**src/common/rename_params.svh**
```systemverilog
`ifndef RENAME_PARAMS_SVH
`define RENAME_PARAMS_SVH

//////////////////////////////////////////////////
// register file sizes
//////////////////////////////////////////////////

// architectural registers seen by software
`define RN_NUM_ARCH 32

// physical registers behind the rename map
`define RN_NUM_PHYS 64

//////////////////////////////////////////////////
// queue depths and port counts
//////////////////////////////////////////////////

// in-flight instructions
`define RN_ROB_DEPTH 16

// completion requesters feeding the cdb
`define RN_CDB_PORTS 4

`endif

```
**src/common/reg_pkg.sv**
```systemverilog
`default_nettype none

`include "rename_params.svh"

package reg_pkg;

  // architectural register name
  typedef logic [$clog2(`RN_NUM_ARCH)-1:0] arch_reg_t;

  // physical register tag
  typedef logic [$clog2(`RN_NUM_PHYS)-1:0] phys_reg_t;

  // one speculative map slot
  // ready means the value has been broadcast
  typedef struct packed {
    phys_reg_t tag;
    logic      ready;
  } map_entry_t;

  // free list occupancy, 0 up to phys minus arch
  typedef logic [$clog2(`RN_NUM_PHYS - `RN_NUM_ARCH):0] fl_count_t;

endpackage

`default_nettype wire

```
**src/common/rob_pkg.sv**
```systemverilog
`default_nettype none

`include "rename_params.svh"

package rob_pkg;
  import reg_pkg::*;

  // slot index, wraps at depth
  typedef logic [$clog2(`RN_ROB_DEPTH)-1:0] rob_idx_t;

  // occupancy, one extra bit for full
  typedef logic [$clog2(`RN_ROB_DEPTH):0] rob_count_t;

  // one in-flight instruction
  typedef struct packed {
    arch_reg_t dest;
    phys_reg_t tag_new;
    phys_reg_t tag_old;
    logic      done;
  } rob_entry_t;

endpackage

`default_nettype wire

```
**src/rename/map_table.sv**
```systemverilog
`timescale 1ns/1ps
`default_nettype none

`include "rename_params.svh"

// speculative arch to phys map with ready bits
module map_table
  import reg_pkg::*;
(
  input  logic       clock,
  input  logic       reset,
  // dispatch side
  input  logic       accept,
  input  arch_reg_t  dest,
  input  arch_reg_t  src_a,
  input  arch_reg_t  src_b,
  input  phys_reg_t  tag_new,
  // broadcast side
  input  logic       cdb_valid,
  input  phys_reg_t  cdb_tag,
  // lookups
  output map_entry_t map_a,
  output map_entry_t map_b,
  output phys_reg_t  tag_old
);

  // one slot per arch register
  map_entry_t map_q [`RN_NUM_ARCH];

  //////////////////////////////////////////////////
  // lookups
  //////////////////////////////////////////////////

  // read stored state only
  // no bypass of this cycle's write or broadcast
  assign map_a = map_q[src_a];
  assign map_b = map_q[src_b];

  // previous mapping of dest, goes to the rob
  assign tag_old = map_q[dest].tag;

  //////////////////////////////////////////////////
  // update
  //////////////////////////////////////////////////

  always_ff @(posedge clock) begin
    if (reset) begin
      // identity map, everything ready
      for (int i = 0; i < `RN_NUM_ARCH; i++) begin
        map_q[i].tag   <= phys_reg_t'(i);
        map_q[i].ready <= 1'b1;
      end
    end else begin
      // wakeup by tag match
      // several arch regs can't share a live tag, but scan all anyway
      if (cdb_valid) begin
        for (int i = 0; i < `RN_NUM_ARCH; i++) begin
          if (map_q[i].tag == cdb_tag) begin
            map_q[i].ready <= 1'b1;
          end
        end
      end
      // rename dest
      // placed last so it overrides a wakeup on the same slot
      if (accept) begin
        map_q[dest].tag   <= tag_new;
        map_q[dest].ready <= 1'b0;
      end
    end
  end

endmodule

`default_nettype wire

```
**src/rename/free_list.sv**
```systemverilog
`timescale 1ns/1ps
`default_nettype none

`include "rename_params.svh"

// circular queue of free physical tags
module free_list
  import reg_pkg::*;
(
  input  logic      clock,
  input  logic      reset,
  input  logic      pop,
  input  logic      push,
  input  phys_reg_t push_tag,
  output phys_reg_t head_tag,
  output logic      empty,
  output fl_count_t free_count
);

  // only tags beyond the arch set can ever be free at once
  localparam int FL_DEPTH = `RN_NUM_PHYS - `RN_NUM_ARCH;
  localparam int PTR_W    = $clog2(FL_DEPTH);

  phys_reg_t        slots_q [FL_DEPTH];
  logic [PTR_W-1:0] head_q;
  logic [PTR_W-1:0] tail_q;
  fl_count_t        count_q;
  logic             pop_ok;

  // never pop past empty
  assign pop_ok = pop & ~empty;

  assign empty      = (count_q == '0);
  assign head_tag   = slots_q[head_q];
  assign free_count = count_q;

  //////////////////////////////////////////////////
  // queue state
  //////////////////////////////////////////////////

  always_ff @(posedge clock) begin
    if (reset) begin
      // full at reset with tags above the arch range, in order
      for (int i = 0; i < FL_DEPTH; i++) begin
        slots_q[i] <= phys_reg_t'(`RN_NUM_ARCH + i);
      end
      head_q  <= '0;
      tail_q  <= '0;
      count_q <= fl_count_t'(FL_DEPTH);
    end else begin
      // freed tag lands at tail, visible next cycle at earliest
      if (push) begin
        slots_q[tail_q] <= push_tag;
        tail_q          <= tail_q + 1'b1;
      end
      if (pop_ok) begin
        head_q <= head_q + 1'b1;
      end
      // push and pop together leave the count alone
      case ({push, pop_ok})
        2'b10:   count_q <= count_q + 1'b1;
        2'b01:   count_q <= count_q - 1'b1;
        default: count_q <= count_q;
      endcase
    end
  end

endmodule

`default_nettype wire

```
**src/rename/arch_map.sv**
```systemverilog
`timescale 1ns/1ps
`default_nettype none

`include "rename_params.svh"

// committed arch to phys map
module arch_map
  import reg_pkg::*;
(
  input  logic      clock,
  input  logic      reset,
  // retire write
  input  logic      retire_valid,
  input  arch_reg_t retire_dest,
  input  phys_reg_t retire_tag,
  // lookup
  input  arch_reg_t query_arch,
  output phys_reg_t query_tag
);

  phys_reg_t arch_q [`RN_NUM_ARCH];

  // combinational read of committed state
  assign query_tag = arch_q[query_arch];

  always_ff @(posedge clock) begin
    if (reset) begin
      // identity, same as speculative map at reset
      for (int i = 0; i < `RN_NUM_ARCH; i++) begin
        arch_q[i] <= phys_reg_t'(i);
      end
    end else if (retire_valid) begin
      arch_q[retire_dest] <= retire_tag;
    end
  end

endmodule

`default_nettype wire

```
**src/rob/reorder_buffer.sv**
```systemverilog
`timescale 1ns/1ps
`default_nettype none

`include "rename_params.svh"

// in-order queue of dispatched instructions
module reorder_buffer
  import reg_pkg::*;
  import rob_pkg::*;
(
  input  logic       clock,
  input  logic       reset,
  // dispatch
  input  logic       dispatch_valid,
  input  logic       fl_empty,
  input  arch_reg_t  dest,
  input  phys_reg_t  tag_new,
  input  phys_reg_t  tag_old,
  // completion broadcast
  input  logic       cdb_valid,
  input  phys_reg_t  cdb_tag,
  // handshake
  output logic       dispatch_ready,
  output logic       accept,
  // retire
  output logic       retire_valid,
  output arch_reg_t  retire_dest,
  output phys_reg_t  retire_tag,
  output phys_reg_t  retire_tag_old,
  output rob_count_t rob_count
);

  rob_entry_t               entries_q [`RN_ROB_DEPTH];
  logic [`RN_ROB_DEPTH-1:0] valid_q;
  rob_idx_t                 head_q;
  rob_idx_t                 tail_q;
  rob_count_t               count_q;
  logic                     full;
  rob_entry_t               head_entry;

  //////////////////////////////////////////////////
  // dispatch handshake
  //////////////////////////////////////////////////

  assign full = (count_q == rob_count_t'(`RN_ROB_DEPTH));

  // need a slot here and a tag from the free list
  assign dispatch_ready = ~full & ~fl_empty;
  assign accept         = dispatch_valid & dispatch_ready;

  //////////////////////////////////////////////////
  // retire port
  //////////////////////////////////////////////////

  assign head_entry     = entries_q[head_q];
  assign retire_valid   = valid_q[head_q] & head_entry.done;
  assign retire_dest    = head_entry.dest;
  assign retire_tag     = head_entry.tag_new;
  assign retire_tag_old = head_entry.tag_old;
  assign rob_count      = count_q;

  // pointers, count and valid bits
  always_ff @(posedge clock) begin
    if (reset) begin
      valid_q <= '0;
      head_q  <= '0;
      tail_q  <= '0;
      count_q <= '0;
    end else begin
      if (accept) begin
        valid_q[tail_q] <= 1'b1;
        tail_q          <= tail_q + 1'b1;
      end
      // head and tail only meet when empty or full, so no clash here
      if (retire_valid) begin
        valid_q[head_q] <= 1'b0;
        head_q          <= head_q + 1'b1;
      end
      case ({accept, retire_valid})
        2'b10:   count_q <= count_q + 1'b1;
        2'b01:   count_q <= count_q - 1'b1;
        default: count_q <= count_q;
      endcase
    end
  end

  // entry payload
  always_ff @(posedge clock) begin
    // mark done on tag match, valid slots only
    if (cdb_valid) begin
      for (int i = 0; i < `RN_ROB_DEPTH; i++) begin
        if (valid_q[i] && entries_q[i].tag_new == cdb_tag) begin
          entries_q[i].done <= 1'b1;
        end
      end
    end
    // new entry starts not done
    if (accept) begin
      entries_q[tail_q] <= '{dest: dest, tag_new: tag_new, tag_old: tag_old, done: 1'b0};
    end
  end

endmodule

`default_nettype wire

```
**src/rtl/cdb_select.sv**
```systemverilog
`timescale 1ns/1ps
`default_nettype none

`include "rename_params.svh"

// fixed priority pick of one completion, registered onto the bus
module cdb_select
  import reg_pkg::*;
(
  input  logic                     clock,
  input  logic                     reset,
  input  logic [`RN_CDB_PORTS-1:0] done_valid,
  input  phys_reg_t                done_tag [`RN_CDB_PORTS],
  output logic [`RN_CDB_PORTS-1:0] done_grant,
  output logic                     cdb_valid,
  output phys_reg_t                cdb_tag
);

  phys_reg_t grant_tag;

  // lowest set bit wins
  assign done_grant = done_valid & (~done_valid + 1'b1);

  // grant is one-hot, so a plain scan picks the tag
  always_comb begin
    grant_tag = '0;
    for (int i = 0; i < `RN_CDB_PORTS; i++) begin
      if (done_grant[i]) begin
        grant_tag = done_tag[i];
      end
    end
  end

  //////////////////////////////////////////////////
  // bus register, one cycle after grant
  //////////////////////////////////////////////////

  always_ff @(posedge clock) begin
    if (reset) begin
      cdb_valid <= 1'b0;
    end else begin
      cdb_valid <= |done_valid;
    end
  end

  always_ff @(posedge clock) begin
    if (|done_valid) begin
      cdb_tag <= grant_tag;
    end
  end

endmodule

`default_nettype wire

```
**src/rtl/rename_core.sv**
```systemverilog
`timescale 1ns/1ps
`default_nettype none

`include "rename_params.svh"

// rename and in-order retire core
module rename_core
  import reg_pkg::*;
  import rob_pkg::*;
(
  input  logic                     clock,
  input  logic                     reset,
  // dispatch in
  input  logic                     dispatch_valid,
  input  arch_reg_t                dispatch_dest,
  input  arch_reg_t                dispatch_src_a,
  input  arch_reg_t                dispatch_src_b,
  // dispatch out
  output logic                     dispatch_ready,
  output phys_reg_t                tag_a,
  output logic                     ready_a,
  output phys_reg_t                tag_b,
  output logic                     ready_b,
  output phys_reg_t                tag_new,
  output phys_reg_t                tag_old,
  // completion
  input  logic [`RN_CDB_PORTS-1:0] done_valid,
  input  phys_reg_t                done_tag [`RN_CDB_PORTS],
  output logic [`RN_CDB_PORTS-1:0] done_grant,
  output logic                     cdb_valid,
  output phys_reg_t                cdb_tag,
  // retire
  output logic                     retire_valid,
  output arch_reg_t                retire_dest,
  output phys_reg_t                retire_tag,
  output phys_reg_t                retire_tag_old,
  // status
  input  arch_reg_t                query_arch,
  output phys_reg_t                query_tag,
  output fl_count_t                free_count,
  output rob_count_t               rob_count
);

  logic       accept;
  logic       fl_empty;
  map_entry_t map_a;
  map_entry_t map_b;

  assign tag_a   = map_a.tag;
  assign ready_a = map_a.ready;
  assign tag_b   = map_b.tag;
  assign ready_b = map_b.ready;

  //////////////////////////////////////////////////
  // rename
  //////////////////////////////////////////////////

  map_table u_map (
    .clock     (clock),
    .reset     (reset),
    .accept    (accept),
    .dest      (dispatch_dest),
    .src_a     (dispatch_src_a),
    .src_b     (dispatch_src_b),
    .tag_new   (tag_new),
    .cdb_valid (cdb_valid),
    .cdb_tag   (cdb_tag),
    .map_a     (map_a),
    .map_b     (map_b),
    .tag_old   (tag_old)
  );

  // pop on dispatch, push the old tag on retire
  free_list u_free (
    .clock      (clock),
    .reset      (reset),
    .pop        (accept),
    .push       (retire_valid),
    .push_tag   (retire_tag_old),
    .head_tag   (tag_new),
    .empty      (fl_empty),
    .free_count (free_count)
  );

  arch_map u_arch (
    .clock        (clock),
    .reset        (reset),
    .retire_valid (retire_valid),
    .retire_dest  (retire_dest),
    .retire_tag   (retire_tag),
    .query_arch   (query_arch),
    .query_tag    (query_tag)
  );

  //////////////////////////////////////////////////
  // tracking and completion
  //////////////////////////////////////////////////

  reorder_buffer u_rob (
    .clock          (clock),
    .reset          (reset),
    .dispatch_valid (dispatch_valid),
    .fl_empty       (fl_empty),
    .dest           (dispatch_dest),
    .tag_new        (tag_new),
    .tag_old        (tag_old),
    .cdb_valid      (cdb_valid),
    .cdb_tag        (cdb_tag),
    .dispatch_ready (dispatch_ready),
    .accept         (accept),
    .retire_valid   (retire_valid),
    .retire_dest    (retire_dest),
    .retire_tag     (retire_tag),
    .retire_tag_old (retire_tag_old),
    .rob_count      (rob_count)
  );

  cdb_select u_cdb (
    .clock      (clock),
    .reset      (reset),
    .done_valid (done_valid),
    .done_tag   (done_tag),
    .done_grant (done_grant),
    .cdb_valid  (cdb_valid),
    .cdb_tag    (cdb_tag)
  );

endmodule

`default_nettype wire

```
**config.mk**
```make
export PLATFORM = sky130hd
export DESIGN_NAME = rename_core
export DESIGN_NICKNAME = d
export VERILOG_FILES = /design/src/common/reg_pkg.sv /design/src/common/rob_pkg.sv /design/src/rename/map_table.sv /design/src/rename/free_list.sv /design/src/rename/arch_map.sv /design/src/rob/reorder_buffer.sv /design/src/rtl/cdb_select.sv /design/src/rtl/rename_core.sv
export VERILOG_INCLUDE_DIRS = /design/src /design/src/common
export SDC_FILE = /design/constraint.sdc
export NUM_CORES = 2
export LEC_CHECK = 0
export CORE_AREA = 2 2 313 315
export CTS_BUF_LIST = sky130_fd_sc_hd__clkbuf_8
export DETAILED_ROUTE_END_ITERATION = 8
export DIE_AREA = 0 0 315 317
export DONT_BUFFER_PORTS = 1
export HOLD_SLACK_MARGIN = 0.1
export SYNTH_ARGS = -nofsm -noshare
export SYNTH_HDL_FRONTEND = slang
export SYNTH_SLANG_ARGS = --single-unit
export TNS_END_PERCENT = 50
```
**constraint.sdc**
```tcl
create_clock -name clock -period 7 [get_ports clock]
set_input_delay 1.4 -clock clock [delete_from_list [all_inputs] [get_ports clock]]
set_output_delay 1.4 -clock clock [all_outputs]
set_load 0.005 [all_outputs]
```
# After elaboration in Yosys (flattened, before gate mapping)
# Memories as Yosys holds them, arrays and structs flattened. A register that Yosys moved wholly into a read port is not among the register bits.
# Index checks and enable logic that the tools add are counted.
dict set report totals {
  regBits 52
  mem_bits_rw 896
  inputBits 51
  output_inout_bits 73
  wordCells 388
  mem_count 4
}
dict set report op_classes {
  add_sub_neg 9
  order_cmp 4
  n_eq_ne 53
  muxes 242
  bitwise_logic 43
  n_reduce_logical 24
}
# memory words width rd rd_ports_with_merged_regs wr line
set memory_table {}
lappend memory_table {u_rob.entries_q 16 18 17 1 17 reorder_buffer.sv:33} ;# rob_entry_t entries_q [`RN_ROB_DEPTH];
lappend memory_table {u_map.map_q 32 7 35 0 33 map_table.sv:28} ;# map_entry_t map_q [`RN_NUM_ARCH];
lappend memory_table {u_arch.arch_q 32 6 1 0 32 arch_map.sv:21} ;# phys_reg_t arch_q [`RN_NUM_ARCH];
lappend memory_table {u_free.slots_q 32 6 1 1 32 free_list.sv:24} ;# phys_reg_t slots_q [FL_DEPTH];
# cell n
set op_table {}
lappend op_table {{$eq 6x6->1} 48}
lappend op_table {{$mux 1} 222}
lappend op_table {{$mux 16} 3}
lappend op_table {{$mux 6} 6}
lappend op_table {{$or 1x1->1} 32}
lappend op_table {{$mux 5} 4}
lappend op_table {{$logic_and 1x1->1} 18}
lappend op_table {{$and 16x16->16} 1}
lappend op_table {{$not 16->16} 1}
lappend op_table {{$or 16x16->16} 1}
lappend op_table {{$add 5x1->5 const B} 3}
lappend op_table {{$add 4x1->4 const B} 3}
lappend op_table {{$pmux 6 s2} 1}
lappend op_table {{$reduce_or 6->1} 2}
lappend op_table {{$lt 4x5->1 const B} 2}
lappend op_table {{$pmux 5 s2} 1}
lappend op_table {{$demux 1 s4} 2}
lappend op_table {{$ge 4x1->1 const B} 2}
lappend op_table {{$mux 4} 2}
lappend op_table {{$add 6x1->6 const B} 1}
lappend op_table {{$logic_not 6->1} 1}
lappend op_table {{$sub 6x1->6 const B} 1}
lappend op_table {{$eq 5x5->1 const B} 1}
lappend op_table {{$sub 5x1->5 const B} 1}
lappend op_table {{other kinds (9)} 16}

# Longest topological paths before layout
dict set report depth {
  word_depth 9
  mapped_depth 19
  depth_no_buf 14
}

# By module
# Synthesis repeated with hierarchy kept, for this count alone.
dict set report hier_totals {
  cells_unflattened 3414
  hier_area_um2 49468.7
}
# mod instances cells_each area_each_um2 seq_area_each_um2
set by_module_without_submodules {}
lappend by_module_without_submodules {map_table 1 1221 16261.8 6406.1}
lappend by_module_without_submodules {reorder_buffer 1 775 13665.6 9148.8}
lappend by_module_without_submodules {free_list 1 797 10075.9 6185.9}
lappend by_module_without_submodules {arch_map 1 580 9036.2 5765.5}
lappend by_module_without_submodules {cdb_select 1 41 429.2 200.2}

# Least setup slack after synthesis
# OpenSTA, ideal clock, no wires.
dict set report synth_timing {
  kind {in2out}
  from {in query_arch[0]}
  to {out query_tag[0]}
  arrival_time_ps 3496
  required_ps 5600
  path_slack_ps 2104
  stages 5
  n_path_buf 2
  path_cell_list {buf_2 buf_1 mux4_2 mux4_2 mux2_2}
}
dict set report synth_via {
  elab_chain_cells 1
}
# element line
set synth_lines {}
lappend synth_lines {{start: declaration} rename_core.sv:38} ;# input arch_reg_t query_arch,
lappend synth_lines {{$mem_v2 32x6} --}
lappend synth_lines {{end: declaration} rename_core.sv:39} ;# output phys_reg_t query_tag,
# Every way passes these cells.

==> impl_metrics.env <==
export IMPL_status="finished, final reports clean"
export IMPL_period_share=0.798
export IMPL_cp_slowest_stage_delay_ps=860
export IMPL_p_int_mw=9.81
export IMPL_num_rows=114
export IMPL_worstSetupPathType="reg -> out"
export IMPL_slew_headroom=0.198
export IMPL_clockPowerShare=0.364
export IMPL_p_comb_frac=0.139
export IMPL_grt_max_degree=92
export IMPL_crit_fanout=38
export IMPL_crit_path_end_kind="output port"
export IMPL_drcViolationCount=0
export IMPL_clk_latency_ps=860
export IMPL_place_gp_congestion=0.911
export IMPL_setup_tns_ps=0
export IMPL_met2_usage=0.442
export IMPL_setup_viol=0
export IMPL_rsz0062_at_grt="no"
export IMPL_cts_buffers=160
export IMPL_htreeDepth=4
export IMPL_peakVddDrop_v=0.000199
export IMPL_synth_seq_cells=957
export IMPL_grt_pass1_vias=30431
export IMPL_cts_resized=0
export IMPL_drive_gt1_frac=0.218
export IMPL_dieArea_sq_um=99900
export IMPL_ctsHoldBuffers=0
export IMPL_drv_cap=0
export IMPL_ys_warnings_count=0
export IMPL_most_common_layout_cells="854 x edfxtp_1, 401 x nor2_1, 379 x mux4_2"
export IMPL_hold_class="reg -> reg"
export IMPL_antenna_found_initial=1
export IMPL_path_common_cell="buf_4"
export IMPL_vias_per_cell=6.44
export IMPL_min_delay_start="u_rob.entries_q[7][0]$_SDFF_PP0_"
export IMPL_finalWirelength_um=138000
export IMPL_finalMaxSlewViolations=0
export IMPL_use_met3=0.0620
export IMPL_start_kind="flop"
export IMPL_path_cells="buf_4 > mux4_2 > mux4_2 > mux2i_4 > buf_4 > inv_1 > buf_4"
export IMPL_fin_nets=3413
export IMPL_clock_path_buffers=3
export IMPL_start_util=0.498
export IMPL_vias=30578
export IMPL_power_leakage_nw=16.3
export IMPL_seq_area_frac_synth=0.578
export IMPL_cp_slowest_cell="dfxtp_4"
export IMPL_crit_arrival_ps=4190
export IMPL_netlist_area_sq_um=48000
export IMPL_die_w_um=315
export IMPL_syn_area_per_cell_sq_um=14.1
export IMPL_synth_edf_count=854
export IMPL_cts_tree="yes"
export IMPL_swShare=0.273
export IMPL_die_y_um=317
export IMPL_dp_hpwl_um=89500
export IMPL_fin_skew_ps=44.3
export IMPL_period_minus_slack_ps=5590
export IMPL_drt_initial_drc_count=3981
export IMPL_clkTransAtPathRegs_ps=60
export IMPL_pwr_share_seq=0.498
export IMPL_clkSinkCount=957
export IMPL_final_hold_violation_count=0
export IMPL_ys_types=59
export IMPL_p_switching_mw=3.69
export IMPL_synth_ff_type="edfxtp_1"
export IMPL_synthArstFlopShare=0
export IMPL_met1_usage=0.382
export IMPL_layout_commonest_cell="edfxtp_1"
export IMPL_utilization=0.542
export IMPL_syn_to_final_growth_pct=8.82
export IMPL_grtUsageTotal=0.279
export IMPL_busiest_layer="met2"
export IMPL_clockRootBuffer="clkbuf_8"
export IMPL_syn_instance_count=3395
export IMPL_dr_pass1_iters=6
export IMPL_wl_per_cell_um=29.0
export IMPL_postRouteAntennaNets=0
export IMPL_maxClockFrequency_ghz=0.179
export IMPL_globalRouteOverflowTotal=0
export IMPL_fillers=7871
export IMPL_core_sq_um=96300
export IMPL_required_ps=5600
export IMPL_tightestPinTransition_ps=1190
export IMPL_syn_nets=3467
export IMPL_powerDensity_nw_per_um2=259
export IMPL_dp_slack_ps=2190
export IMPL_fin_ws_ps=1410
export IMPL_port_buffers=0
export IMPL_grt_pass1_wl_um=204000
export IMPL_pin_count=124
export IMPL_cts_setup_buffers=0
==> synth_stat cells, types with 36 or more instances <==
cell        n  share of area
edfxtp_1  854           0.53
xor2_1    141          0.026
nor3_1     59         0.0062
mux4_2    379           0.18
buf_1      36         0.0028
nor2_1    413          0.032
buf_2      65         0.0068
dfxtp_1   103          0.043
nand3_1    36         0.0038
o21ai_0    84         0.0088
xnor2_1   167          0.031
nand2_1   337          0.026
nor4_1     59         0.0077
nand4_1    52         0.0068
clkbuf_1  171          0.013
a22oi_1    49         0.0077
==> final timing paths <==
kind,slack (ps),cells after the start,endpoint
max reg2reg,2510,7,u_free.slots_q[12][3]$_SDFFCE_PN1P_
min reg2reg,470,2,u_rob.entries_q[7][0]$_SDFF_PP0_
min,470,2,u_rob.entries_q[7][0]$_SDFF_PP0_
max,1410,7,tag_new[5]
==> critical path: cells and delay by family (launching register included) <==
kind | cells | cell delay [ps]
buf+inv | 4 | 1220
mux | 3 | 1210
flops | 1 | 860
==> layer usage <==
| metal | part of all wire | wire length (um) |
|---|---|---|
| met1 | 0.39 | 54400 |
| met2 | 0.47 | 65400 |
| met3 | 0.096 | 13200 |
| met4 | 0.035 | 4810 |
| met5 | 0 | 0 |
==> stage by stage <==
step	hold slack, ps	power [mW]	cell area (sq um)	instances
2_1_floorplan	435	8.05	48000	3395
4_1_cts	469	13.6	52200	4745
6_report	468	13.5	52200	4748
3_3_place_gp	448	8.65	49000	4454
5_1_grt	511	14.0	52200	4748
3_5_place_dp	456	8.69	49000	4454
==> final cells by class <==
type                       instances  area [sq um]  share of cell area
clock buffer                     190          2620              0.0501
inverter                          30           115             0.00221
timing repair buffer              75           561              0.0107
multi-input combinational       2117         19000               0.364
clock inverter                   101           557              0.0107
sequential                       957         27700               0.531
antenna                            2          5.00           0.0000959
tap                             1276          1600              0.0306
==> cells by family (layout without fill, tap and decap cells) <==
group | count (synthesis) | after routing | synth area share
buffers and inverters | 321 | 396 | 0.0290
and+or+nand+nor | 1091 | 1091 | 0.103
muxes | 437 | 437 | 0.191
other | 0 | 2 | 0
xor gates and xnor gates | 308 | 308 | 0.0563
adders and majority gates | 21 | 21 | 0.00564
DFF | 957 | 957 | 0.578
AOI/OAI and AO/OA | 260 | 260 | 0.0375
==> power by group through the flow <==
| stage | Combinational [mW] | Clock (mW) | Sequential, mW |
|---|---|---|---|
| global placement | 1.82 | 0 | 6.83 |
| global route | 1.97 | 5.24 | 6.74 |
| detailed placement | 1.85 | 0 | 6.84 |
| CTS | 1.85 | 4.98 | 6.72 |
| finish | 1.87 | 4.91 | 6.72 |
| floorplan | 1.34 | 0 | 6.71 |
==> flip-flops by register name, summed over array words and instances, names as in the netlist, named ones only <==
register and count:
u_free.free_count 6, u_rob.valid_q 16, u_map.map_q 224, u_rob.head_q 4
u_rob.tail_q 4, u_free.slots_q 192, u_arch.arch_q 192, u_rob.rob_count 5
u_rob.entries_q 288, u_free.tail_q 5, u_cdb.cdb_valid 1, u_cdb.cdb_tag 6
u_free.head_q 5
No activity file was read; power rests on OpenSTA's default activity.
